[config.mk]
export PLATFORM = sky130hd
export DESIGN_NAME = bus_result
export DESIGN_NICKNAME = d
export VERILOG_FILES = /design/src/source/axi_bus_pkg.sv /design/src/source/bus_result.sv
export VERILOG_INCLUDE_DIRS = /design/src /design/src/source
export SDC_FILE = /design/constraint.sdc
export NUM_CORES = 1
export LEC_CHECK = 0
export CAP_MARGIN = 20
export CELL_PAD_IN_SITES_DETAIL_PLACEMENT = 1
export CELL_PAD_IN_SITES_GLOBAL_PLACEMENT = 2
export CORE_MARGIN = 1
export CORE_UTILIZATION = 25
export CTS_CLUSTER_DIAMETER = 200
export DETAILED_ROUTE_END_ITERATION = 7
export DONT_BUFFER_PORTS = 1
export MAX_ROUTING_LAYER = met4
export PLACE_DENSITY_LB_ADDON = 0.1
export REMOVE_ABC_BUFFERS = 1
export SYNTH_ARGS = -nofsm -noshare
export SYNTH_HDL_FRONTEND = slang
export SYNTH_SLANG_ARGS = --single-unit
[constraint.sdc]
create_clock -name sys_clk -period 4.16 [get_ports sys_clk]
set_input_delay 0.208 -clock sys_clk [delete_from_list [all_inputs] [get_ports sys_clk]]
set_output_delay 0.208 -clock sys_clk [all_outputs]
set_load 0.03 [all_outputs]
[src/source/axi_bus_params.svh]
`ifndef AXI_BUS_PARAMS_SVH
`define AXI_BUS_PARAMS_SVH

// Bus widths
`define AXI_ADDR_W   32
`define AXI_DATA_W   32
`define AXI_STRB_W   4

// Bus topology
`define MASTER_COUNT 2
`define SLAVE_COUNT  4

// Window number sits just above the 256 MiB window offset
`define WINDOW_SHIFT 28

// On-chip words per window
`define SLAVE_WORDS  64

// LED status pages
`define PAGE_COUNT   16

`endif

[src/source/axi_bus_pkg.sv]
`include "axi_bus_params.svh"

package axi_bus_pkg;

    typedef enum logic {
        OP_READ  = 1'b0,
        OP_WRITE = 1'b1
    } bus_op_e;

    // Same codes as the AXI RESP field
    typedef enum logic [1:0] {
        RESP_OKAY   = 2'b00,
        RESP_DECERR = 2'b11
    } bus_resp_e;

    typedef logic [$clog2(`MASTER_COUNT)-1:0] master_idx_t;
    typedef logic [$clog2(`SLAVE_COUNT)-1:0]  window_idx_t;
    typedef logic [$clog2(`SLAVE_WORDS)-1:0]  word_idx_t;

    // Single-beat request from a master
    typedef struct packed {
        logic                   valid;
        bus_op_e                op;
        logic [`AXI_ADDR_W-1:0] addr;
        logic [`AXI_DATA_W-1:0] wdata;
        logic [`AXI_STRB_W-1:0] wstrb;
    } bus_req_t;

    typedef struct packed {
        logic                   valid;
        bus_op_e                op;
        master_idx_t            master;
        window_idx_t            window;
        logic                   dec_err;
        word_idx_t              word;
        logic [`AXI_DATA_W-1:0] wdata;
        logic [`AXI_STRB_W-1:0] wstrb;
    } bus_stage_t;

    typedef struct packed {
        logic                   valid;
        bus_resp_e              resp;
        logic [`AXI_DATA_W-1:0] rdata;
    } bus_rsp_t;

endpackage

[src/source/bus_result.sv]
`timescale 1ns/1ps
`include "axi_bus_params.svh"

module bus_result import axi_bus_pkg::*; (
    input  logic                     sys_clk,
    input  logic                     arst_n,
    input  bus_rsp_t                 exec_rsp,
    input  master_idx_t              exec_master,
    output logic                     out_free,
    output bus_rsp_t                 rsp [`MASTER_COUNT],
    input  logic [`MASTER_COUNT-1:0] rsp_ready,
    output logic                     result_full
);

    logic        buf_valid;
    bus_rsp_t    buf_rsp;
    master_idx_t buf_master;
    logic        take;

    // Only the owning master can drain the buffer
    assign take     = buf_valid && rsp_ready[buf_master];
    assign out_free = !buf_valid || take;

    always_ff @(posedge sys_clk or negedge arst_n) begin
        if (!arst_n) begin
            buf_valid <= 1'b0;
        end else if (out_free) begin
            buf_valid <= exec_rsp.valid;
        end
    end

    always_ff @(posedge sys_clk) begin
        if (out_free && exec_rsp.valid) begin
            buf_rsp    <= exec_rsp;
            buf_master <= exec_master;
        end
    end

    always_comb begin
        for (int m = 0; m < `MASTER_COUNT; m++) begin
            rsp[m] = '0;
            if (buf_valid && buf_master == master_idx_t'(m)) begin
                rsp[m]       = buf_rsp;
                rsp[m].valid = 1'b1;
            end
        end
    end

    assign result_full = buf_valid;

endmodule

==> impl_metrics.py, run 1 <==
metrics = {
    "timing": {
        "final-setup-viol-count": 0,
        "hold_viol_final": 0,
        "fin_setup_tns_ns": 0,
        "tightestPinTransition_ns": 0.663,
        "slew_headroom": 0.557,
        "rsz0062_at_grt": "no",
        "period_minus_slack_ns": 2.28,
        "finClkSkew_ns": 0.00726,
        "drv_slew": 0,
        "fmax_ghz": 0.439,
        "period_share": 0.548,
        "whs_ns": 0.0216,
    },
    "final_layout": {
        "drive_gt1_frac": 0.0625,
        "final_cells": 253,
        "final_nets": 215,
        "num_antenna_cells": 0,
        "area_growth_pct": 22.3,
    },
    "power_and_ir_drop": {
        "irDropWorstVdd_v": 0.000168,
        "static-leakage-power_nw": 0.870,
        "power_density_mw_per_mm2": 419,
    },
    "critical_path": {
        "crit_fanout": 40,
        "path_class": "reg2out",
        "start_kind": "flop",
        "arrival_ns": 2.07,
        "endpoint_kind": "primary output",
        "cp_data_required_time_ns": 3.95,
    },
    "floorplan": {
        "dieWidth_um": 83.5,
        "start_util": 0.260,
        "row_count": 29,
        "placeableCoreArea_mm2": 0.00639,
        "die_y_um": 83.5,
        "dieArea_mm2": 0.00697,
        "pin_count": 112,
    },
    "yosys": {
        "synth.yosys.seq_area_share": 0.649,
        "synth_xor_area_frac": 0,
        "synth-compound-area-share": 0.00905,
        "synth_cell_types": 13,
        "netlist_area_mm2": 0.00166,
        "synthSimpleGateAreaFrac": 0.290,
        "synth_cells": 157,
        "syn_avg_cell_area_um2": 10.6,
        "synth_mux_area_frac": 0.00603,
        "synth_warnings": 0,
        "synth_top_family_by_area": "simple AND/OR/NAND/NOR gates",
        "synthAdderAreaFrac": 0,
        "ys_ff_latch": 36,
    },
    "worst_hold_path": {
        "hold_path_class": "in2reg",
    },
    "global_routing": {
        "grt_pass1_vias": 1122,
        "antenna_found_initial": 0,
        "grt_use_total": 0.111,
        "grt_max_degree": 41,
        "grt-ovfl-total": 0,
        "grt_pass1_wl_mm": 5.73,
    },
    "cts": {
        "numCtsBuffers": 5,
        "clock-root-buffer": "clkbuf_8",
        "clk_pin_slew_ns": 0.07,
        "cts_num_sinks": 36,
        "cts_max_path_buffers": 2,
        "htree_levels": 2,
        "cts_resized": 0,
        "clock_latency_ns": 0.28,
        "cts_tree": "yes",
    },
    "status": {
        "status": "complete, no violations",
    },
    "routing": {
        "via_per_inst": 4.74,
        "dr.pass1.iters": 4,
        "drt-total-wl_mm": 3.87,
        "drt_iter0_drc": 40,
        "postRouteAntennaNets": 0,
        "drc": 0,
        "num_vias": 1198,
        "wl_per_cell_um": 15.3,
    },
    "placement": {
        "dp_cells": 222,
        "gp_congestion": 0.681,
        "dpl.hpwl_mm": 2.64,
        "port_buffers": 0,
    },
    "job": {
        "drv_cap": 0,
    },
}
[stage by stage]
stage	total power, mW	worst slack, ns	area, um^2	utilization
floorplan	0.587	0.526	1580	-
finish	0.851	1.88	2030	0.318
global route	0.894	1.72	2030	0.318
global placement	0.610	1.78	1710	0.268
CTS	0.848	1.66	1800	0.283
detailed placement	0.612	1.71	1710	0.268
[final timing paths]
kind                                    from          end  slack, ns  cells after the start
worst max-delay path             result_full      rsp[67]       1.88                      2
worst min-delay path            exec_rsp[20]  buf_rsp[20]       0.02                      0
worst max register to register    buf_master   buf_rsp[1]       2.14                      3
worst min register to register    buf_master  result_full       1.19                      2
max in group asynchronous             arst_n  result_full       3.92                      1
min in group asynchronous             arst_n  result_full       0.13                      1
[worst max-delay path, cell delays in order (launching register included)]
cell,delay (ns)
dfrtp_2,0.76
nor2b_1,0.62
and2_1,0.41
[placed cells by master (no fill, tap or decap)]
cell type / n
nor2_1: 32
a21boi_4: 1
clkbuf_1: 2
clkbuf_8: 5
nor2b_1: 1
dlygate4sd3_1: 22
a21o_1: 1
clkinv_1: 1
dfrtp_2: 1
and3_1: 34
buf_4: 3
nand2_1: 33
edfxtp_1: 35
mux2i_1: 1
buf_8: 1
and2_1: 3
[where the power goes]
| part | leakage [nW] | switching (mW) | total [mW] | internal (mW) |
|---|---|---|---|---|
| sequential | 0.343 | 0.0195 | 0.445 | 0.426 |
| combinational | 0.486 | 0.135 | 0.174 | 0.0396 |
| clock | 0.0399 | 0.115 | 0.232 | 0.117 |
[synthesized netlist by cell type]
library cell,instances,area (um^2)
buf_4,3,22.5
nor2_1,32,120
dfrtp_1,1,25.0
buf_2,7,35.0
a21boi_1,1,7.51
and3_1,34,213
clkbuf_1,5,18.8
edfxtp_1,35,1050
and2_1,3,18.8
mux2i_1,1,10.0
nand2_1,33,124
nor2b_1,1,6.26
a21o_1,1,7.51
[metal layers]
layer  track usage  share of wire
met1         0.122           0.39
met2         0.186           0.52
met3        0.0406          0.090
met4        0.0370         0.0062
met5             -              0
[state kept, by name (all words and copies together), names as in the netlist]
name	count
buf_master	1
buf_rsp	34
result_full	1
[cell type report]
| type | count | area [um^2] |
|---|---|---|
| Fill cell | 721 | 4360 |
| Sequential cell | 36 | 1080 |
| Multi-Input combinational cell | 106 | 518 |
| Timing Repair Buffer | 26 | 258 |
| Tap cell | 77 | 96.3 |
| Clock buffer | 7 | 76.3 |
| Clock inverter | 1 | 3.75 |
[what timing repair did]
item / 4_1_cts / 5_1_grt
endpoints found under the hold margin: 1 / 21
setup buffers: 0 / 0
hold buffers: 1 / 21
[logic make-up after synthesis]
group                  count (synthesis)
AND/OR/NAND/NOR                      103
buffers and inverters                 15
AO/OA/AOI/OAI                          2
flip-flops                            36
multiplexers                           1
Power figures use the tool's default switching activity.
==> inputs of run 2 (changes only) <==
==> constraint.sdc (replaced) <==
create_clock -name sys_clk -period 2.3 [get_ports sys_clk]
set_input_delay 0.115 -clock sys_clk [delete_from_list [all_inputs] [get_ports sys_clk]]
set_output_delay 0.115 -clock sys_clk [all_outputs]
set_load 0.03 [all_outputs]
==> run 2 against run 1 <==
  * Global-route usage grew 0.85 points
  * Die area unchanged
  * Sequential power rose by 79%
  * Clock skew fell by 0.0024 ns
  * Utilization grew 2.9 points
  * Final cell count grew 7.5%
  * Non-clock buffer count increased by 19
  * Hold slack better by 0.031 ns
  * Critical endpoint is now rsp[47]
  * Largest cell class unchanged
==> impl_metrics.py, run 2 (same netlist as run 1, synthesis figures left out) <==
metrics = {
    "status": {
        "status": "complete, no violations",
    },
    "timing": {
        "tightestPinTransition_ns": 0.582,
        "finClkSkew_ns": 0.00489,
        "final-setup-viol-count": 0,
        "fmax_ghz": 0.541,
        "rsz0062_at_grt": "no",
        "drv_slew": 0,
        "hold_viol_final": 0,
        "setup_ws_ns": 0.452,
        "period_minus_slack_ns": 1.85,
        "fin_setup_tns_ns": 0,
        "period_share": 0.804,
        "slew_headroom": 0.610,
    },
    "cts": {
        "cts_max_path_buffers": 2,
        "numCtsBuffers": 5,
        "cts_tree": "yes",
        "cts_setup_buffers": 0,
        "cts_resized": 0,
        "clk_pin_slew_ns": 0.07,
        "cts_num_sinks": 36,
        "clock-root-buffer": "clkbuf_8",
        "ctsHoldBuffers": 37,
        "clock_latency_ns": 0.28,
        "htree_levels": 2,
    },
    "routing": {
        "num_vias": 1283,
        "drc": 0,
        "via_per_inst": 4.72,
        "wl_per_cell_um": 14.8,
        "dr.pass1.iters": 3,
        "drt_iter0_drc": 43,
        "drt-total-wl_mm": 4.04,
        "postRouteAntennaNets": 0,
    },
    "final_layout": {
        "final_nets": 234,
        "n_fill_cell": 719,
        "layout_common_cells": "dlygate4sd3_1, edfxtp_1, and3_1",
        "layout_commonest_cell": "dlygate4sd3_1",
        "area_growth_pct": 33.5,
        "largest_register": "buf_rsp",
        "drive_gt1_frac": 0.0769,
        "seq_area_mm2": 0.00108,
        "largest_register_ffs": 34,
        "post-route-util": 0.347,
        "final_cells": 272,
        "num_antenna_cells": 0,
        "multiInputGateArea_um2": 518,
        "design_area_mm2": 0.00221,
    },
    "floorplan": {
        "die_y_um": 83.5,
        "dieArea_mm2": 0.00697,
        "placeableCoreArea_mm2": 0.00639,
        "dieWidth_um": 83.5,
        "pin_count": 112,
        "start_util": 0.260,
        "row_count": 29,
    },
    "critical_path": {
        "endpoint_kind": "primary output",
        "path_buf_inv": 1,
        "slowest_stage": "dfrtp_2",
        "cp_data_required_time_ns": 2.18,
        "path_class": "reg2out",
        "reg2reg_from": "result_full",
        "crit_family": "flip-flops",
        "worstReg2RegEnd": "buf_rsp[29]",
        "crit_fanout": 38,
        "r2r_slack_ns": 0.70,
        "rr_worst_depth": 3,
        "cpPeakStageDelay_ns": 0.68,
        "start_kind": "flop",
        "crit_chain": "buf_12 > nand2_1 > nor2_1",
        "worstSetupEndpoint": "rsp[47]",
        "path_depth": 3,
        "arrival_ns": 1.73,
        "cp-startpoint": "result_full",
    },
    "placement": {
        "post-place-ws_ns": 0.682,
        "dp_cells": 227,
        "dpl.hpwl_mm": 2.87,
        "post_dp_cell_area_mm2": 0.00176,
        "gp_congestion": 0.734,
        "port_buffers": 0,
    },
    "power_and_ir_drop": {
        "irDropWorstVdd_v": 0.000301,
        "pwr-share-seq": 0.511,
        "power_density_mw_per_mm2": 705,
        "switchingPower_uw": 484,
        "static-leakage-power_nw": 0.954,
        "power.internal_mw": 1.08,
        "p_clk_frac": 0.263,
        "switching_share": 0.310,
        "p_comb_frac": 0.226,
    },
    "global_routing": {
        "grt-ovfl-total": 0,
        "grt_pass1_vias": 1291,
        "grt_max_degree": 39,
        "grt_pass1_wl_mm": 6.35,
        "antenna_found_initial": 0,
        "grt_use_total": 0.119,
    },
    "worst_hold_path": {
        "hold_path_class": "in2async",
    },
    "job": {
        "drv_cap": 0,
    },
}
-- run 2: metrics by stage --
stage | hold WS (ns) | total power, mW
global placement | -0.180 | 1.12
finish | 0.0527 | 1.56
CTS | 0.0322 | 1.60
global route | 0.0268 | 1.65
detailed placement | -0.180 | 1.12
floorplan | -0.181 | 1.06
-- run 2: power groups by stage --
stage | Combinational, mW | Clock, mW | Sequential [mW]
after global routing | 0.378 | 0.465 | 0.805
after detailed placement | 0.307 | 0 | 0.813
after global placement | 0.306 | 0 | 0.810
after floorplan | 0.235 | 0 | 0.826
after CTS | 0.359 | 0.442 | 0.798
final | 0.354 | 0.410 | 0.798
-- run 2: worst min-delay path by stage --
stage,from,end,slack [ns]
after global routing,arst_n,result_full,0.03
after global placement,arst_n,result_full,-0.18
after floorplan,arst_n,result_full,-0.18
final,arst_n,result_full,0.05
after CTS,arst_n,result_full,0.03
after detailed placement,arst_n,result_full,-0.18
-- run 2: cell type report --
type,count,area share
multi-input cells,106,0.234
clock buffers,7,0.0345
repair buffers,45,0.200
well taps,77,0.0435
flip-flops and latches,36,0.486
clock inverters,1,0.00169
-- run 2: routing by layer --
metal	wire, um	global-route usage	part of all wire
met1	1610	0.133	0.40
met4	49	0.0431	0.012
met3	330	0.0386	0.082
met2	2050	0.200	0.51
met5	0	-	0
