### config.mk
export PLATFORM = sky130hd
export DESIGN_NAME = bus_decode
export DESIGN_NICKNAME = d
export VERILOG_FILES = /design/src/source/axi_bus_pkg.sv /design/src/source/bus_decode.sv
export VERILOG_INCLUDE_DIRS = /design/src /design/src/source
export SDC_FILE = /design/constraint.sdc
export NUM_CORES = 1
export LEC_CHECK = 0
export BUFFER_PORTS_ARGS = -buffer_cell sky130_fd_sc_hd__buf_2
export CORE_AREA = 3 3 78 80
export CTS_CLUSTER_SIZE = 40
export DETAILED_ROUTE_END_ITERATION = 10
export DIE_AREA = 0 0 81 83
export GPL_TIMING_DRIVEN = 0
export PLACE_DENSITY = 0.83
export SKIP_LAST_GASP = 1
export SLEW_MARGIN = 30
export SYNTH_ARGS = -nofsm -noshare
export SYNTH_HDL_FRONTEND = slang
export SYNTH_SLANG_ARGS = --single-unit
export TNS_END_PERCENT = 20
### constraint.sdc
create_clock -name sys_clk -period 6.6 [get_ports sys_clk]
set_clock_uncertainty 0.2 [all_clocks]
set_input_delay 0 -clock sys_clk [delete_from_list [all_inputs] [get_ports sys_clk]]
set_output_delay 0 -clock sys_clk [all_outputs]
set_load 0.05 [all_outputs]
### src/source/axi_bus_params.svh
`ifndef AXI_BUS_PARAMS_SVH
`define AXI_BUS_PARAMS_SVH

// Bus widths
`define AXI_ADDR_W   32
`define AXI_DATA_W   32
`define AXI_STRB_W   4

// Bus topology
`define MASTER_COUNT 2
`define SLAVE_COUNT  4

// Window number sits just above the 256 MiB window offset
`define WINDOW_SHIFT 28

// On-chip words per window
`define SLAVE_WORDS  64

// LED status pages
`define PAGE_COUNT   16

`endif

### src/source/axi_bus_pkg.sv
`include "axi_bus_params.svh"

package axi_bus_pkg;

    typedef enum logic {
        OP_READ  = 1'b0,
        OP_WRITE = 1'b1
    } bus_op_e;

    // Same codes as the AXI RESP field
    typedef enum logic [1:0] {
        RESP_OKAY   = 2'b00,
        RESP_DECERR = 2'b11
    } bus_resp_e;

    typedef logic [$clog2(`MASTER_COUNT)-1:0] master_idx_t;
    typedef logic [$clog2(`SLAVE_COUNT)-1:0]  window_idx_t;
    typedef logic [$clog2(`SLAVE_WORDS)-1:0]  word_idx_t;

    // Single-beat request from a master
    typedef struct packed {
        logic                   valid;
        bus_op_e                op;
        logic [`AXI_ADDR_W-1:0] addr;
        logic [`AXI_DATA_W-1:0] wdata;
        logic [`AXI_STRB_W-1:0] wstrb;
    } bus_req_t;

    typedef struct packed {
        logic                   valid;
        bus_op_e                op;
        master_idx_t            master;
        window_idx_t            window;
        logic                   dec_err;
        word_idx_t              word;
        logic [`AXI_DATA_W-1:0] wdata;
        logic [`AXI_STRB_W-1:0] wstrb;
    } bus_stage_t;

    typedef struct packed {
        logic                   valid;
        bus_resp_e              resp;
        logic [`AXI_DATA_W-1:0] rdata;
    } bus_rsp_t;

endpackage

### src/source/bus_decode.sv
`timescale 1ns/1ps
`include "axi_bus_params.svh"

module bus_decode import axi_bus_pkg::*; (
    input  logic                     sys_clk,
    input  logic                     arst_n,
    input  bus_req_t                 req [`MASTER_COUNT],
    output logic [`MASTER_COUNT-1:0] req_ready,
    input  logic                     stage_free,
    output bus_stage_t               dec_stage
);

    master_idx_t last_grant;
    master_idx_t grant;
    logic        grant_valid;
    logic        dec_free;
    logic        load;
    logic        dec_valid;
    bus_req_t    sel_req;
    bus_stage_t  dec_q;

    // Round robin, search starts just after the last winner
    always_comb begin
        master_idx_t cand;
        grant_valid = 1'b0;
        grant       = last_grant;
        for (int i = 1; i <= `MASTER_COUNT; i++) begin
            cand = master_idx_t'((int'(last_grant) + i) % `MASTER_COUNT);
            if (!grant_valid && req[cand].valid) begin
                grant_valid = 1'b1;
                grant       = cand;
            end
        end
    end

    // Free when empty or when execute takes our entry
    assign dec_free = !dec_valid || stage_free;
    assign load     = grant_valid && dec_free;
    assign sel_req  = req[grant];

    always_comb begin
        for (int m = 0; m < `MASTER_COUNT; m++) begin
            req_ready[m] = load && (grant == master_idx_t'(m));
        end
    end

    // Master 0 wins the first arbitration after reset
    always_ff @(posedge sys_clk or negedge arst_n) begin
        if (!arst_n) begin
            last_grant <= master_idx_t'(`MASTER_COUNT - 1);
            dec_valid  <= 1'b0;
        end else if (dec_free) begin
            dec_valid <= grant_valid;
            if (grant_valid) begin
                last_grant <= grant;
            end
        end
    end

    always_ff @(posedge sys_clk) begin
        if (load) begin
            dec_q.valid   <= 1'b1;
            dec_q.op      <= sel_req.op;
            dec_q.master  <= grant;
            dec_q.window  <= sel_req.addr[`WINDOW_SHIFT +: $bits(window_idx_t)];
            // Anything above the window bits is unmapped
            dec_q.dec_err <= |sel_req.addr[`AXI_ADDR_W-1:`WINDOW_SHIFT+$bits(window_idx_t)];
            dec_q.word    <= sel_req.addr[$clog2(`AXI_STRB_W) +: $bits(word_idx_t)];
            dec_q.wdata   <= sel_req.wdata;
            dec_q.wstrb   <= sel_req.wstrb;
        end
    end

    always_comb begin
        dec_stage       = dec_q;
        dec_stage.valid = dec_valid;
    end

endmodule

==> summary.txt, run 1 <==
Status
  • Status: complete, no violations

Timing
  • Post-route minimum period: 2420 ps
  • RSZ-0062 raised after global routing: false
  • Post-Route Hold Slack: 128 ps
  • Post-route setup TNS: 0 ps
  • Max-slew violations: 0
  • Measured slew at the worst slew-check pin: 532 ps
  • Setup violators final: 0
  • Endpoints failing hold: 0
  • Max Clk Rate: 413 MHz
  • Period Utilization, post-route: 0.367
  • Slew Limit Headroom: 0.642

Placement
  • IO Port Bufs: 148
  • Placed Instances: between 300 and 400
  • Routability cong.: 0.746
  • Final HPWL DP: 3.93 mm
  • Area after DPL: 0.00302 mm2

Global routing
  • Largest net degree at the start of global routing: 33
  • Number of global-route vias before repair: 2,292
  • First-pass GRT wire length: 11.3 mm
  • Total GRT Usage: 0.225
  • Initial antenna violation count: 0
  • GRT overflow: 0

Final layout
  • Most common cell after layout, fill and taps aside: buf_2
  • Finished Layout Cells: 441
  • Layout cells sized above 1: 0.572
  • Layout net count: 511
  • Fillers: approximately 350
  • Commonest cells after routing, fill and taps aside: buf_2 (150), dlygate4sd3_1 (98), edfxtp_1 (47)
  • Area grow syn2layout: 88.4%
  • Finished Cell Area: 0.00409 mm2
  • Ant diodes: 0

CTS
  • Root Driver: clkbuf_8
  • CTS tree: yes
  • CTS Buffer Depth: 2
  • Post-CTS Setup Inserts: 0
  • Worst skew pair latency: just under 300 ps
  • Clock-pin slew on the worst setup and hold paths: 90 ps
  • Number of H-tree levels: 2
  • Post-CTS Resized: 0
  • CTS Buf Count: 5
  • Sink Count: 49

Routing
  • Vias/cell: 4.59
  • Drt first pass iters: 4
  • Initial drt markers: 79
  • DRC Markers: 0
  • Wire length per cell: 16.3 um
  • Final WL: 7.21 mm
  • Vias: roughly 2,000
  • Final antenna-violating net count: 0

Floorplan
  • Initial Util: 0.396
  • FP Rows: 27
  • DIE HEIGHT: ~83 um
  • # IOs: 193
  • Core area: 0.00547 mm2
  • Full die area: 0.00672 mm2
  • Die width: 81 um

Critical path
  • CP required: 6450 ps
  • Max incr delay on CP: 570 ps
  • Worst Path Arrival: roughly 2300 ps
  • Setup CP Type: reg -> reg
  • Cell chain of the critical path: a21o_1 > buf_6 > buf_6 > mux2_4 > dlygate4sd3_1
  • Most used cell, CP: buf_6
  • Slowest-stage cell, CP: dlygate4sd3_1
  • R2R depth: 5
  • CP Launch Type: flop
  • Crit end category: flop
  • Peak fanout along the critical path: 10

Hold path
  • Hold Crit Class: in -> reg
  • Hold path depth: 3

Power
  • Worst vdd ir: 179 uV
  • Overall power: 1180 uW
  • LEAKAGE: 0.00185 uW
  • Power Density: ~290 mW/mm2

Flow run
  • MaxCap Viol Count: 0

Logic synthesis
  • Sequential area share after synthesis: 0.674
  • Synth Instances: 114
  • Synth unique cells: 15
  • Post-synth top area cell: edfxtp_1
  • Synth Warn #: 0
  • Post-Syn Area: 0.00217 mm2
  • Post-Syn Area per Cell: 19.0 um2
  • Synth Register Bits: 49
  • Syn nets: approximately 260
  • Largest cells by area after synthesis: edfxtp_1 (65%), mux2_4 (14%), mux2_2 (13%), buf_6 (1.6%), dfstp_2 (1.2%)
  • Share of the synthesized area in the top cell type: 0.651
==> layer usage <==
layer  wire length [um]  global-route usage  part of all wire  vias to the layer above
met5                  0                   0                 0                        -
met4                200              0.0707             0.028                        0
met3                487              0.0499             0.068                       18
met2               4060               0.435              0.56                      104
met1               2470               0.230              0.34                      961
li1                   -                   -                 -                      940
==> path summary, 6_finish.rpt <==
check                      slack (ps)                      to                    from
max in group asynchronous        5630  last_grant$_DFFE_PN1P_                  arst_n
max reg2reg                      4180  dec_stage[4]$_DFFE_PP_  last_grant$_DFFE_PN1P_
max                              4180  dec_stage[4]$_DFFE_PP_  last_grant$_DFFE_PN1P_
min                               130  last_grant$_DFFE_PN1P_                 req[69]
min in group asynchronous         360   dec_valid$_DFFE_PN0P_                  arst_n
min reg2reg                       440  last_grant$_DFFE_PN1P_  last_grant$_DFFE_PN1P_
==> worst max-delay path, delay by kind of cell, from the launching register on <==
kind                   cells  cell delay (ps)
AOI/OAI and AO/OA          1              170
muxes                      1              320
buffers and inverters      3              950
DFF                        1              550
==> where the power goes <==
| part | internal [uW] | total [uW] | switching [uW] |
|---|---|---|---|
| registers | 413 | 428 | 14.8 |
| logic | 281 | 585 | 305 |
| clock network | 73.3 | 171 | 97.8 |
| total | 767 | 1180 | 417 |
==> cell families after synthesis <==
group           count (synthesis)  synth area share
simple gates                    8            0.0150
buf+inv                         8            0.0271
flops                          49             0.674
compound gates                  2           0.00577
mux                            47             0.278
==> metrics by stage <==
| step | worst slack, ps | utilization |
|---|---|---|
| floorplan | 4460 | - |
| global placement | 4090 | 0.548 |
| CTS | 4200 | 0.747 |
| finish | 4180 | 0.747 |
| global route | 4120 | 0.747 |
| detailed placement | 4770 | 0.552 |
==> cell usage after synthesis (all sizes together) <==
| cell type | number |
|---|---|
| edfxtp | 47 |
| mux2i | 1 |
| nand2 | 1 |
| buf | 6 |
| nand2b | 1 |
| o21ai | 1 |
| nor2 | 6 |
| mux2 | 46 |
| dfstp | 1 |
| dfrtp | 1 |
| a21o | 1 |
| inv | 2 |
==> sequential cells by signal (all words and copies together), names as in the netlist <==
register	flops
dec_stage	47
dec_valid	1
last_grant	1
==> area by class of cell <==
type                            instances  area [um2]  share of cell area
Clock buffer                            5        68.8              0.0168
Multi-Input combinational cell         57         648               0.159
Clock inverter                          3        17.5             0.00429
Tap cell                               72        90.1              0.0220
Timing Repair Buffer                  247        1740               0.426
Buffer                                  6        51.3              0.0125
Inverter                                2        7.51             0.00184
Sequential cell                        49        1460               0.358
==> timing repair <==
item,CTS,global route
endpoints found under the hold margin,49,0
setup endpoints to repair,0,0
hold buffers,98,0
Note: power is estimated with default switching activity, not from simulation.
==> run 2, diff against run 1 <==
CORE_AREA = 3 3 84 86   (was 3 3 78 80)
DIE_AREA = 0 0 87 89   (was 0 0 81 83)
PLACE_DENSITY = 0.76   (was 0.83)
clock period = 2.17 ns   (was 6.6 ns; I/O delays follow)
==> run 2 against run 1 <==
Flip-flop and latch count unchanged. Core utilization decreased by 10 points. First-iteration DRC count decreased by 34%. Combinational power increased to 2.6 times the previous value. Non-clock buffer count unchanged. Critical path depth increased by 1. Largest power group unchanged.
==> summary.txt, run 2 (synthesis results as in run 1) <==
Status
  • Status: complete, no violations

Placement
  • Routability cong.: 0.729
  • Pre-CTS setup slack: about 260 ps
  • IO Port Bufs: roughly 150
  • Final HPWL DP: 4.10 mm

Flow run
  • MaxCap Viol Count: 0

CTS
  • CTS Buffer Depth: 2
  • Sink Count: just under 50
  • Post-CTS Setup Inserts: 0
  • Worst skew pair latency: 290 ps
  • CTS tree: yes
  • Root Driver: clkbuf_8
  • CTS Buf Count: 5
  • Clock-pin slew on the worst setup and hold paths: about 90 ps
  • Number of H-tree levels: 2

Global routing
  • First-pass GRT wire length: between 10 and 15 mm
  • Initial antenna violation count: 0
  • Total GRT Usage: 0.204
  • Number of global-route vias before repair: approximately 2,400
  • GRT overflow: 0
  • Largest net degree at the start of global routing: 26

Timing
  • Max Clk Rate: roughly 470 MHz
  • Setup violators final: 0
  • RSZ-0062 raised after global routing: false
  • Period Utilization, post-route: 0.975
  • Max-slew violations: 0
  • Post-route minimum period: approximately 2100 ps
  • Measured slew at the worst slew-check pin: 541 ps
  • Slew Limit Headroom: 0.639
  • Slack of the critical path: 53.5 ps
  • Endpoints failing hold: 0

Routing
  • Initial drt markers: 52
  • Vias: 2,022
  • Vias/cell: between 4 and 5
  • Final WL: around 7.8 mm
  • Final antenna-violating net count: 0
  • Drt first pass iters: 4
  • DRC Markers: 0
  • Wire length per cell: 17.4 um

Floorplan
  • DIE HEIGHT: between 80 and 90 um
  • Die width: 87 um
  • FP Rows: 29
  • Core area: 0.00635 mm2
  • Full die area: between 0.007 and 0.008 mm2
  • # IOs: 193
  • Initial Util: 0.342

Final layout
  • FF/Latch Area: between 0.001 and 0.0015 mm2
  • Max reg flops: 47
  • Commonest cells after routing, fill and taps aside: buf_2 (149), dlygate4sd3_1 (98), edfxtp_1 (47)
  • Layout cells sized above 1: 0.569
  • Ant diodes: 0
  • Area of the multi-input gates: about 650 um2
  • Area grow syn2layout: 89.2%
  • Most common cell after layout, fill and taps aside: buf_2
  • Fillers: ~450
  • Layout net count: 511

Power
  • Power Density: between 800 and 900 mW/mm2
  • Overall power: ~3400 uW
  • Worst vdd ir: 651 uV
  • LEAKAGE: 0.00185 uW

Critical path
  • Slowest-stage cell, CP: dlygate4sd3_1
  • Setup CP Type: in -> reg
  • Buf/Inv on CP: 4
  • Crit end category: flop
  • Max incr delay on CP: ~570 ps
  • Crit. path cell count: 6
  • CP required: 2020 ps
  • Delay-heaviest family, CP: buffers and inverters
  • R2R depth: 5
  • Peak fanout along the critical path: 1
  • Cell chain of the critical path: dlygate4sd3_1 > buf_2 > nor2_1 > dlygate4sd3_1 > mux2i_1 > dlygate4sd3_1
  • Worst Path Arrival: 1970 ps
  • CP Launch Type: primary input
  • Most used cell, CP: dlygate4sd3_1

Hold path
  • Hold Crit Class: in -> reg
  • Hold path depth: 3
run 2: changes by cell type in the layout (fill, tap and decap cells not counted), sizes merged:
cell,delta
clkinvlp,+1
clkbuf,+2
clkinv,-2
buf,-1
run 2: worst paths after layout:
kind | from | to | slack (ps)
worst max-delay path | req[67] | dec_stage[42]$_DFFE_PP_ | 50
worst min-delay path | req[69] | last_grant$_DFFE_PN1P_ | 130
max in group asynchronous | arst_n | last_grant$_DFFE_PN1P_ | 1170
min in group asynchronous | arst_n | dec_valid$_DFFE_PN0P_ | 380
worst max register to register | last_grant$_DFFE_PN1P_ | dec_stage[42]$_DFFE_PP_ | 60
worst min register to register | last_grant$_DFFE_PN1P_ | last_grant$_DFFE_PN1P_ | 450
run 2: cell type report:
class | instances | share of cell area
clock inverter | 2 | 0.00366
sequential | 49 | 0.356
buffer | 6 | 0.0131
multi-input combinational | 57 | 0.158
inverter | 2 | 0.00183
timing repair buffer | 247 | 0.426
clock buffer | 6 | 0.0177
tap | 77 | 0.0235
run 2: timing repair:
item	CTS	global route
resized for setup	0	1
endpoints found under the setup margin	0	1
hold buffers	98	0
hold endpoints to repair	49	0
run 2: tightest hold or removal path, cell delays in order:
cell and delay (ps):
buf_2 100, o21ai_0 200, mux2_2 290
run 2: where the power goes:
group	total [uW]	switching (uW)	internal (uW)	leakage [uW]
sequential	1300	45.9	1260	0.000474
combinational	1550	887	661	0.00134
clock	525	297	227	0.0000374
total	3380	1230	2150	0.00185
run 2: metrics by stage:
step	hold WS [ps]	cells	TNS (ps)	util	area, um2
global placement	-411	339	-18890	0.473	3010
floorplan	-496	114	0	-	2170
finish	133	446	0	0.647	4110
detailed placement	-407	340	0	0.478	3030
global route	118	446	0	0.647	4110
CTS	86.0	446	0	0.646	4100
run 2: metal layers:
metal  track usage  vias up  part of all wire
met5             0        -                 0
met4        0.0992        0             0.033
met3        0.0894       24              0.11
met2         0.364      126              0.51
met1         0.202      933              0.34
li1              -      939                 -
