File: src/source/axi_bus_params.svh
`ifndef AXI_BUS_PARAMS_SVH
`define AXI_BUS_PARAMS_SVH

// Bus widths
`define AXI_ADDR_W   32
`define AXI_DATA_W   32
`define AXI_STRB_W   4

// Bus topology
`define MASTER_COUNT 2
`define SLAVE_COUNT  4

// Window number sits just above the 256 MiB window offset
`define WINDOW_SHIFT 28

// On-chip words per window
`define SLAVE_WORDS  64

// LED status pages
`define PAGE_COUNT   16

`endif

File: src/source/status_pkg.sv
`include "axi_bus_params.svh"

package status_pkg;

    typedef logic [$clog2(`PAGE_COUNT)-1:0] page_idx_t;

    // Fixed test patterns shown on pages 8 to 15
    localparam logic [0:7][7:0] PAGE_PATTERNS = {
        8'h00,
        8'h0F,
        8'hF0,
        8'h0F,
        8'hAA,
        8'h55,
        8'hF0,
        8'h0F
    };

endpackage

File: src/source/led_status_pager.sv
`timescale 1ns/1ps
`include "axi_bus_params.svh"

module led_status_pager import status_pkg::*; (
    input  logic       sys_clk,
    input  logic       arst_n,
    input  logic [1:0] btn,
    input  logic [2:0] occupancy,
    output logic [7:0] led8,
    output page_idx_t  led4
);

    logic [1:0] btn_meta;
    logic [1:0] btn_sync;
    logic [1:0] btn_prev;
    logic [1:0] btn_rise;
    page_idx_t  page_q;

    // Two-flop synchroniser plus one flop for edge detect
    always_ff @(posedge sys_clk or negedge arst_n) begin
        if (!arst_n) begin
            btn_meta <= '0;
            btn_sync <= '0;
            btn_prev <= '0;
        end else begin
            btn_meta <= btn;
            btn_sync <= btn_meta;
            btn_prev <= btn_sync;
        end
    end

    assign btn_rise = btn_sync & ~btn_prev;

    // Up has priority, both directions wrap
    always_ff @(posedge sys_clk or negedge arst_n) begin
        if (!arst_n) begin
            page_q <= '0;
        end else if (btn_rise[0]) begin
            page_q <= page_q + page_idx_t'(1);
        end else if (btn_rise[1]) begin
            page_q <= page_q - page_idx_t'(1);
        end
    end

    always_comb begin
        if (page_q == '0) begin
            led8 = {5'b0, occupancy};
        end else if (page_q < page_idx_t'(`PAGE_COUNT / 2)) begin
            led8 = 8'h00;
        end else begin
            led8 = PAGE_PATTERNS[page_q[2:0]];
        end
    end

    assign led4 = page_q;

endmodule

File: config.mk
export PLATFORM = sky130hd
export DESIGN_NAME = led_status_pager
export DESIGN_NICKNAME = d
export VERILOG_FILES = /design/src/source/status_pkg.sv /design/src/source/led_status_pager.sv
export VERILOG_INCLUDE_DIRS = /design/src /design/src/source
export SDC_FILE = /design/constraint.sdc
export NUM_CORES = 1
export LEC_CHECK = 0
export ABC_AREA = 1
export BUFFER_PORTS_ARGS = -buffer_cell sky130_fd_sc_hd__buf_2
export CAP_MARGIN = 20
export CORE_AREA = 2 2 39 41
export CTS_CLUSTER_DIAMETER = 80
export DETAILED_ROUTE_END_ITERATION = 10
export DIE_AREA = 0 0 41 43
export PLACE_DENSITY_LB_ADDON = 0.2
export SYNTH_ARGS = -nofsm -noshare
export SYNTH_HDL_FRONTEND = slang
export SYNTH_SLANG_ARGS = --single-unit
File: constraint.sdc
create_clock -name sys_clk -period 2.6 [get_ports sys_clk]
set_clock_uncertainty 0.05 [all_clocks]
set_input_delay 0.78 -clock sys_clk [delete_from_list [all_inputs] [get_ports sys_clk]]
set_output_delay 0.78 -clock sys_clk [all_outputs]
set_load 0.02 [all_outputs]
==> results by group, run 1 <==
Yosys
  • Synth cell count leaders: nand2_1 (13), dfrtp_1 (10), inv_1 (8)
  • Distinct cells, synth: 21
  • Count leader, synth: nand2_1
  • Flops & latches, synth: 10
  • Mapped Cells: 61
  • Top cell type's share of synthesized area: 43.8%
  • Area leader, netlist: dfrtp_1
  • Synth Area per Inst: 9.37 um2
  • Post-Syn Nets: 73
  • EDFF count, synth: 0
  • Sequential fraction of the synthesis area: 43.8%
  • Ys Warns: 0
  • Top_reg_cell synth: dfrtp_1
  • Mapped Area: 572 um2
  • Post-synth ARST share: 100%
  • Area contributors post-synth: dfrtp_1 (44%), ha_1 (8.8%), nand2_1 (8.5%)

STA
  • Max-slew headroom: 85.3%
  • Worst Setup Slack, final: 0.219 ns
  • Slew at the pin closest to its max-slew limit: 0.219 ns
  • FMAX: 420 MHz
  • RSZ-0062 raised after global routing: no
  • Final setup violation count: 0
  • Post-layout min period: 2.38 ns
  • Max Slew Vio Count: 0
  • Final worst path period share: 91.6%
  • Endpoints failing hold: 0
  • Setup TNS: 0 ns

Routing
  • Via/cell ratio: 4.36
  • Routed wire length: 930 um
  • DR WL/cell: 9.49 um
  • Post-route ant nets: 0
  • Drt pass-1 iters: 1
  • DRC: 0
  • 1st-iter DRT viols: 0
  • Total number of vias: 427

Clock tree
  • Clock slew seen by the registers of the worst setup and hold paths: 0.07 ns
  • CTS buffer count: 3
  • Clock Tree Buf Depth: 2
  • Root buf cell: clkbuf_4
  • H-Tree Depth: 1
  • TritonCTS clock tree: built
  • Post-CTS Hold Buffers: 0
  • Clock Sinks: 10
  • Clk_lat worst skew: 0.26 ns

Place
  • Dpl cell area: 667 um2
  • Placed wire-length estimate: 744 um
  • Port Buffer Count: 18
  • Gp weighted congestion: 0.679
  • Placement Setup Slack: 0.324 ns

Worst setup path
  • Top delay family on crit path: flip-flops
  • CP startpoint kind: flop
  • CP peak stage delay: 0.40 ns
  • Crit path max fanout: 4
  • Crit end category: primary output
  • CP max-delay cell: dfrtp_2
  • WS Path Type: reg2out
  • R2R Setup Slk: 1.13 ns
  • Worst Path Arrival: 1.55 ns
  • Worst path required time: 1.77 ns
  • CP cell instances: inv_1, ha_1, nor2_2, nand2_1, o21ai_2, o21bai_1, buf_2
  • Buf/Inv on CP: 2

Floorplan
  • Die H: 43 um
  • Die W: 41 um
  • Initial Utilization: 41.3%
  • FP Rows: 14
  • Die area: 1760 um2
  • Core ar.: 1380 um2
  • Boundary Pins: 19

Global routing
  • Number of antenna violations at the first check in global routing: 0
  • Grt ovf: 0
  • First-pass GRT wire length: 1480 um
  • Total track usage: 12.6%
  • Largest net degree at the start of global routing: 11
  • Vias in the first global route: 394

Cells and area
  • Diode count: 0
  • Share of cells above drive strength 1: 40.2%
  • Number of fillers in the final layout: 135
  • Nets: 95
  • Area Overhead vs Synth: 24.7%
  • Final instance area: 713 um2

Power and ir drop
  • Leak: 0.402 nW
  • Peak VDD IR: 0.000481 V
  • Pwr dens: 1270 nW/um2

Job
  • Max_cap viols: 0

Outcome
  • Status: finished, final reports clean

Min path
  • Worst hold-check path type: in2async
-- worst register-to-register path, cell delays in order, from the launching register on --
cell and delay [ns]:
dfrtp_1 0.37, inv_2 0.07, nand2_4 0.07, ha_1 0.34
nand2_1 0.11, nand2_1 0.09, nor2b_4 0.10, nand2_1 0.05
nand2_1 0.05, nand2_1 0.04, nand2_1 0.05
-- worst paths after layout --
check | start | endpoint | cells after the start
min in group sys_clk | btn_meta[0] | btn_sync[0] | 0
max in group asynchronous | arst_n | led4[1] | 1
worst min-delay path | arst_n | led4[0] | 1
worst min register to register | btn_meta[0] | btn_sync[0] | 0
worst max-delay path | led4[0] | led8[1] | 7
worst max register to register | btn_prev[0] | led4[3] | 10
-- timing repair --
action                     4_1_cts  5_1_grt
buffers inserted                 0        1
gates resized for setup          0        2
setup endpoints to repair        0        1
-- sequential cells by signal, summed over array words and instances, names as in the netlist --
signal	cells
led4	4
btn_meta	2
btn_prev	2
btn_sync	2
-- report_power, final --
part	internal (mW)	leakage, nW	switching, mW	total (mW)
sequential	0.195	0.116	0.0502	0.245
clock	0.0849	0.0210	0.0510	0.136
combinational	0.201	0.264	0.325	0.525
total	0.480	0.402	0.426	0.906
-- per-layer routing --
| metal | track usage (%) | vias to the layer above | routed length, um |
|---|---|---|---|
| met3 | 1.57 | 0 | 42 |
| met5 | 0 | - | 0 |
| met4 | 8.00 | 0 | 0 |
| met1 | 16.2 | 186 | 449 |
| li1 | - | 231 | - |
| met2 | 19.1 | 10 | 438 |
-- area by class of cell --
cell class / instances / area [um2] / area share, %
clock buffers: 4 / 36.3 / 5.09
inverters: 11 / 41.3 / 5.79
multi-input cells: 38 / 265 / 37.2
flip-flops and latches: 10 / 253 / 35.4
well taps: 16 / 20.0 / 2.81
repair buffers: 19 / 97.6 / 13.7
-- stage by stage --
stage | cells | hold slack, ns | util (%) | total power, mW
global route | 98 | 0.318 | 51.5 | 0.991
finish | 98 | 0.305 | 51.5 | 0.906
floorplan | 61 | 0.281 | - | 0.635
global placement | 93 | 0.295 | 48.2 | 0.765
detailed placement | 93 | 0.296 | 48.2 | 0.761
CTS | 97 | 0.310 | 50.8 | 0.904
-- layout by cell type (no fill, tap or decap), types with 2 or more instances in the layout --
| cell | Yosys | routed |
|---|---|---|
| nand3_1 | 3 | 3 |
| xor2_1 | 2 | 2 |
| dfrtp_1 | 10 | 8 |
| nand2_1 | 13 | 13 |
| o21ai_0 | 5 | 5 |
| buf_2 | 0 | 18 |
| dfrtp_2 | 0 | 2 |
| inv_1 | 8 | 8 |
| ha_1 | 4 | 4 |
| inv_2 | 2 | 2 |
| clkbuf_4 | 0 | 3 |
-- cell families (layout without fill, tap and decap cells) --
| family | after synthesis | after routing | share of synthesized area, % |
|---|---|---|---|
| compound gates | 9 | 9 | 10.9 |
| xor+xnor | 2 | 2 | 3.06 |
| fa+ha+maj | 5 | 5 | 12.3 |
| buf+inv | 13 | 34 | 9.85 |
| flops | 10 | 10 | 43.8 |
| simple gates | 22 | 22 | 20.1 |
Power figures use the tool's default switching activity.
==> run 2, diff against run 1 <==
--- a/config.mk
+++ b/config.mk
@@ -13,7 +13,9 @@
 export CTS_CLUSTER_DIAMETER = 80
 export DETAILED_ROUTE_END_ITERATION = 10
 export DIE_AREA = 0 0 41 43
+export GPL_TIMING_DRIVEN = 0
 export PLACE_DENSITY_LB_ADDON = 0.2
+export SLEW_MARGIN = 25
 export SYNTH_ARGS = -nofsm -noshare
 export SYNTH_HDL_FRONTEND = slang
 export SYNTH_SLANG_ARGS = --single-unit
==> constraint.sdc (replaced) <==
create_clock -name sys_clk -period 2.6 [get_ports sys_clk]
set_clock_uncertainty 0.05 [all_clocks]
set_input_delay 0.26 -clock sys_clk [delete_from_list [all_inputs] [get_ports sys_clk]]
set_output_delay 0.26 -clock sys_clk [all_outputs]
set_load 0.02 [all_outputs]
==> run 2 against run 1 <==
- die area stayed put
- cell count grew 1.0%
- largest cell class unchanged
- wire length up 1.5%
- worst hold slack worse by 0.24 ns
- via count rose by 3.0%
- maximum frequency is 17% higher
- first-iteration DRC count is 2 higher
- critical endpoint unchanged
- non-clock buffer count is 2 higher
==> results by group, run 2 (same netlist as run 1, synthesis figures left out) <==
Clock tree
  • Clk_lat worst skew: 0.25 ns (about the same)
  • Clock slew seen by the registers of the worst setup and hold paths: 0.06 ns (about the same)
  • TritonCTS clock tree: built
  • Setup bufs post-CTS: 0 (unchanged)
  • CTS buffer count: 3 (unchanged)
  • Root buf cell: clkbuf_4
  • Clock Tree Buf Depth: 2 (unchanged)
  • Clock Sinks: 10 (unchanged)
  • H-Tree Depth: 1 (unchanged)

Cells and area
  • Core Util, Final: 51.6% (+0.090 points)
  • Commonest non-fill, non-tap cell in the layout: buf_2
  • Nets: 97 (+2.1%)
  • Most frequent cells in the layout: buf_2 (18), nand2_1 (13), dfrtp_1 (10), inv_1 (8), o21ai_0 (5)
  • Largest register FFs: 4 (unchanged)
  • Share of cells above drive strength 1: 37.3% (-2.9 points)
  • Diode count: 0 (unchanged)
  • Area Overhead vs Synth: 24.9%
  • Final instance area: 714 um2 (+0.18%)

Min path
  • Worst hold-check path type: in2reg
  • Hold Path Depth: 1

STA
  • FMAX: 490 MHz (+17%)
  • Final setup violation count: 0 (unchanged)
  • Max-slew headroom: 79.7% (-5.6 points)
  • RSZ-0062 raised after global routing: no
  • Post-layout min period: 2.04 ns (-0.342 ns)
  • Final worst path period share: 78.5% (-13 points)
  • Setup TNS: 0 ns (unchanged)
  • Slew at the pin closest to its max-slew limit: 0.305 ns (+0.0859 ns)
  • Endpoints failing hold: 0 (unchanged)
  • Max Slew Vio Count: 0 (unchanged)

Power and ir drop
  • Pwr dens: 1220 nW/um2 (-3.6%)
  • Tot Pwr: 0.875 mW (-3.4%)
  • Peak VDD IR: 0.000472 V (-1.9%)
  • Leak: 0.407 nW (+1.2%)

Global routing
  • Largest net degree at the start of global routing: 11 (unchanged)
  • Vias in the first global route: 358 (-9.1%)
  • Total track usage: 12.8% (+0.21 points)
  • Grt ovf: 0 (unchanged)
  • First-pass GRT wire length: 1520 um (+2.8%)
  • Number of antenna violations at the first check in global routing: 0 (unchanged)

Worst setup path
  • Worst Path Arrival: 1.73 ns (+0.18 ns)
  • Worst path required time: 2.29 ns (+0.52 ns)
  • CP startpoint kind: flop
  • Crit end category: primary output
  • WS Path Type: reg2out
  • Crit path max fanout: 7 (+3)
  • R2R cell count: 10 (unchanged)

Floorplan
  • Boundary Pins: 19 (unchanged)
  • Core ar.: 1380 um2 (unchanged)
  • Die W: 41 um (unchanged)
  • Die H: 43 um (unchanged)
  • Initial Utilization: 41.3% (unchanged)
  • FP Rows: 14 (unchanged)
  • Die area: 1760 um2 (unchanged)

Routing
  • Post-route ant nets: 0 (unchanged)
  • 1st-iter DRT viols: 2 (+2)
  • Routed wire length: 944 um (+1.5%)
  • Via/cell ratio: 4.44 (+2.0%)
  • Total number of vias: 440 (+3.0%)
  • DR WL/cell: 9.54 um (+0.48%)
  • DRC: 0 (unchanged)
  • Drt pass-1 iters: 2 (+1)

Place
  • Port Buffer Count: 18 (unchanged)
  • Placed wire-length estimate: 777 um (+4.4%)
  • Dpl cell area: 682 um2 (+2.3%)
  • Gp weighted congestion: 0.675 (-0.59%)

Outcome
  • Status: finished, final reports clean

Job
  • Max_cap viols: 0 (unchanged)
## run 2: cell count changes in the layout (fill, tap and decap cells not counted), sizes merged
cell / previous run / this run
buf: 19 / 20
clkbuf: 4 / 3
dlygate4sd3: 0 / 1
## run 2: layer usage
metal | up-vias | part of all wire (%) | GRT usage (%)
li1 | 232 | - | -
met1 | 196 | 46 | 19.0
met2 | 10 | 49 | 17.2
met3 | 2 | 4.1 | 1.57
met4 | 0 | 0.64 | 8.00
met5 | - | 0 | 0
## run 2: worst max-delay path, stage by stage (launching register included)
cell      delay [ns]
dfrtp_1         0.52
inv_1           0.11
ha_1            0.31
nor2_2          0.13
nand2_1         0.07
o21ai_2         0.06
o21bai_1        0.11
buf_2           0.17
## run 2: report_power, final
part           switching, mW  internal [mW]
Combinational          0.317          0.207
Sequential            0.0617          0.191
Clock                 0.0447         0.0530
## run 2: what timing repair did
item                                    in CTS  in global routing
endpoints found under the setup margin       0                  0
resized for setup                            0                  0
hold buffers                                 1                  0
endpoints found under the hold margin       10                  0
## run 2: final timing paths
path / to / from / slack, ns
min in group asynchronous: led4[1] / arst_n / 0.34
max in group asynchronous: btn_prev[0] / arst_n / 1.97
hold / removal: btn_meta[0] / btn[0] / 0.06
hold reg to reg: btn_sync[0] / btn_meta[0] / 0.31
setup reg to reg: led4[3] / btn_prev[0] / 1.13
setup / recovery: led8[1] / led4[0] / 0.56
## run 2: final cells by class
class	count	area, um2
Buffer	2	15.0
Clock buffer	3	22.5
Fill cell	143	669
Inverter	11	41.3
Multi-Input combinational cell	38	265
Sequential cell	10	250
Tap cell	16	20.0
Timing Repair Buffer	19	100
## run 2: metrics by stage
stage / cells / worst slack [ns] / hold WS (ns)
final: 99 / 0.560 / 0.0610
after global routing: 99 / 0.412 / 0.0454
after floorplan: 61 / 0.738 / -0.0856
after CTS: 99 / 0.537 / 0.0510
after global placement: 95 / 0.836 / 0.0770
after detailed placement: 95 / 0.823 / 0.0796
==> run 3, diff against run 2 <==
--- a/config.mk
+++ b/config.mk
@@ -6,7 +6,7 @@
 export SDC_FILE = /design/constraint.sdc
 export NUM_CORES = 1
 export LEC_CHECK = 0
-export ABC_AREA = 1
+export ABC_AREA = 0
 export BUFFER_PORTS_ARGS = -buffer_cell sky130_fd_sc_hd__buf_2
 export CAP_MARGIN = 20
 export CORE_AREA = 2 2 39 41
==> constraint.sdc (replaced) <==
create_clock -name sys_clk -period 2.1 [get_ports sys_clk]
set_clock_uncertainty 0.05 [all_clocks]
set_input_delay 0.21 -clock sys_clk [delete_from_list [all_inputs] [get_ports sys_clk]]
set_output_delay 0.21 -clock sys_clk [all_outputs]
set_load 0.02 [all_outputs]
==> run 3 against run 2 <==
- critical path type unchanged
- worst setup slack worse by 0.48 ns
- combinational power up 39%
- synthesized cell count down 26%
- flip-flop and latch count unchanged
- global-route usage down 1.3 points
- core utilization unchanged
- clock-buffer cell count up 1
- sequential power up 23%
- design area unchanged
- via count down 11%
- cell count down 14%
==> results by group, run 3 <==
Outcome
  • Status: finished, final reports clean

STA
  • Endpoints failing hold: 0 (unchanged)
  • Worst hold slack: 0.0133 ns (-0.0478 ns)
  • Post-layout min period: 2.02 ns
  • Setup TNS: 0 ns (unchanged)
  • Final setup violation count: 0 (unchanged)
  • FMAX: 495 MHz
  • Max-slew headroom: 82.6% (+2.9 points)
  • Slew at the pin closest to its max-slew limit: 0.261 ns (-0.0441 ns)
  • RSZ-0062 raised after global routing: no
  • Final worst path period share: 96.1%
  • Max Slew Vio Count: 0 (unchanged)

Yosys
  • Synth Area per Inst: 12.2 um2 (+30%)
  • Area leader, netlist: dfrtp_1
  • Sequential fraction of the synthesis area: 45.7% (+1.9 points)
  • Area contributors post-synth: dfrtp_1 (46%), ha_1 (9.1%), nand2b_4 (5.0%)
  • Synth cell count leaders: dfrtp_1 (10), ha_1 (4), buf_4 (3), nand2_1 (3), xnor2_1 (3)
  • Mapped Cells: 45 (-26%)
  • EDFF count, synth: 0 (unchanged)
  • Post-Syn Nets: 57 (-22%)
  • Post-synth ARST share: 100% (unchanged)
  • Top_reg_cell synth: dfrtp_1
  • Top cell type's share of synthesized area: 45.7% (+1.9 points)
  • Count leader, synth: dfrtp_1
  • Flops & latches, synth: 10 (unchanged)
  • Distinct cells, synth: 22 (+4.8%)
  • Ys Warns: 0 (unchanged)
  • Mapped Area: 548 um2 (-4.2%)

Place
  • Gp weighted congestion: 0.657 (-2.7%)
  • Placed wire-length estimate: 738 um (-5.1%)
  • Port Buffer Count: 18 (unchanged)

Routing
  • Met1 wire length: 426 um (-2.7%)
  • DR WL/cell: 10.6 um (+11%)
  • Via/cell ratio: 4.61 (+3.8%)
  • Post-route ant nets: 0 (unchanged)
  • Drt pass-1 iters: 2 (unchanged)
  • DR WL met2: 418 um (-9.1%)
  • 1st-iter DRT viols: 3 (+1)
  • Routed wire length: 900 um (-4.7%)
  • Total number of vias: 392 (-11%)
  • DRC: 0 (unchanged)
  • Met3 WL: 55 um (+41%)
  • Max layer used: met3

Floorplan
  • Die area: 1760 um2 (unchanged)
  • FP Rows: 14 (unchanged)
  • Boundary Pins: 19 (unchanged)
  • Initial Utilization: 39.6% (-1.7 points)
  • Core ar.: 1380 um2 (unchanged)
  • Die H: 43 um (unchanged)
  • Die W: 41 um (unchanged)

Cells and area
  • Area Overhead vs Synth: 30.4%
  • Commonest non-fill, non-tap cell in the layout: buf_2
  • Nets: 82 (-15%)
  • Diode count: 0 (unchanged)
  • Most frequent cells in the layout: buf_2 (18), dfrtp_1 (10), ha_1 (4)
  • Share of cells above drive strength 1: 43.5% (+6.1 points)
  • Largest register FFs: 4 (unchanged)

Worst setup path
  • Worst R2R Start: btn_prev[0]
  • Crit end category: primary output
  • Critical path destination: led8[1]
  • CP max-delay cell: dfrtp_1
  • R2R cell count: 6 (-4)
  • R2R Setup Slk: 0.52 ns (-0.61 ns)
  • Worst path required time: 1.84 ns (-0.45 ns)
  • CP peak stage delay: 0.49 ns (-0.03 ns)
  • Crit path max fanout: 7 (unchanged)
  • Reg2reg end: led4[3]
  • Worst Path Arrival: 1.76 ns (+0.03 ns)
  • CP cell instances: inv_1, ha_1, mux2i_1, and2_1, a21o_1, buf_2
  • Worst Setup SP: led4[0]
  • CP startpoint kind: flop
  • WS Path Type: reg2out

Global routing
  • Grt ovf: 0 (unchanged)
  • First-pass GRT wire length: 1370 um (-9.9%)
  • Largest net degree at the start of global routing: 11 (unchanged)
  • Number of antenna violations at the first check in global routing: 0 (unchanged)
  • Total track usage: 11.5% (-1.3 points)
  • Vias in the first global route: 349 (-2.5%)

Clock tree
  • Clk_lat worst skew: 0.25 ns (about the same)
  • Root buf cell: clkbuf_4
  • H-Tree Depth: 1 (unchanged)
  • Setup bufs post-CTS: 0 (unchanged)
  • CTS buffer count: 3 (unchanged)
  • # resized after CTS: 0 (unchanged)
  • TritonCTS clock tree: built
  • Clock slew seen by the registers of the worst setup and hold paths: 0.06 ns (about the same)
  • Clock Tree Buf Depth: 2 (unchanged)
  • Clock Sinks: 10 (unchanged)

Power and ir drop
  • Peak VDD IR: 0.000711 V (+51%)
  • Pwr dens: 1680 nW/um2 (+37%)
  • Leak: 0.383 nW (-5.7%)

Min path
  • Hold path startpoint: btn[0]
  • Worst hold-check path type: in2reg

Job
  • Max_cap viols: 0 (unchanged)
run 3: cell types whose count changed after synthesis, sizes merged, moves of 3 or more:
cell / before / now
nand3: 4 / 1
nand2: 14 / 3
xnor2: 0 / 3
inv: 10 / 2
o21ai: 7 / 1
run 3: repair_timing:
action,in CTS,in global routing
setup endpoints to repair,0,0
hold buffers,1,1
hold endpoints to repair,10,1
run 3: worst min-delay path by stage:
stage	endpoint	depth (start not counted)	slack, ns
detailed placement	btn_meta[1]	1	0.03
finish	btn_meta[0]	1	0.01
global route	btn_meta[0]	1	0.007
floorplan	btn_meta[0]	0	-0.14
CTS	btn_meta[1]	1	0.002
global placement	btn_meta[1]	1	0.03
run 3: where the power goes:
group	switching, mW	total (mW)	leakage [nW]	internal, mW
logic	0.411	0.728	0.246	0.317
registers	0.0724	0.311	0.117	0.238
clock network	0.0577	0.163	0.0210	0.105
run 3: logic make-up (layout without fill, tap and decap cells):
kind of cell,Yosys count,count (layout),synth area share (%)
multiplexers,2,2,3.65
AND/OR/NAND/NOR,11,11,15.8
AO/OA/AOI/OAI,9,9,11.9
XOR/XNOR,3,3,4.80
buffers and inverters,5,29,5.48
flip-flops,10,10,45.7
adder cells (fa/ha/maj),5,5,12.8
run 3: critical path: cells and delay by family (launching register included):
kind            cells  cell delay (ns)
fa+ha+maj           1             0.34
compound gates      1             0.08
simple gates        1             0.16
flops               1             0.49
mux                 1             0.15
buf+inv             2             0.30
run 3: stage by stage:
stage | power (mW) | util, % | worst slack [ns] | std cells | instance area, um2
floorplan | 0.837 | - | 0.213 | 45 | 548
global placement | 1.04 | 47.6 | 0.381 | 79 | 658
detailed placement | 1.04 | 47.6 | 0.345 | 79 | 658
CTS | 1.22 | 50.9 | 0.0601 | 84 | 704
global route | 1.30 | 51.6 | 0.00286 | 85 | 714
finish | 1.20 | 51.6 | 0.0817 | 85 | 714
run 3: cell type report:
cell class                 instances  area [um2]
tap                               16        20.0
inverter                           2        7.51
sequential                        10         250
clock buffer                       4        36.3
timing repair buffer              20         110
buffer                             3        22.5
fill                             134         669
multi-input combinational         30         268
run 3: per-layer routing:
layer,GRT usage (%),up-vias
met5,0,-
met4,6.00,0
met3,1.57,0
met2,17.2,12
met1,15.6,180
li1,-,200
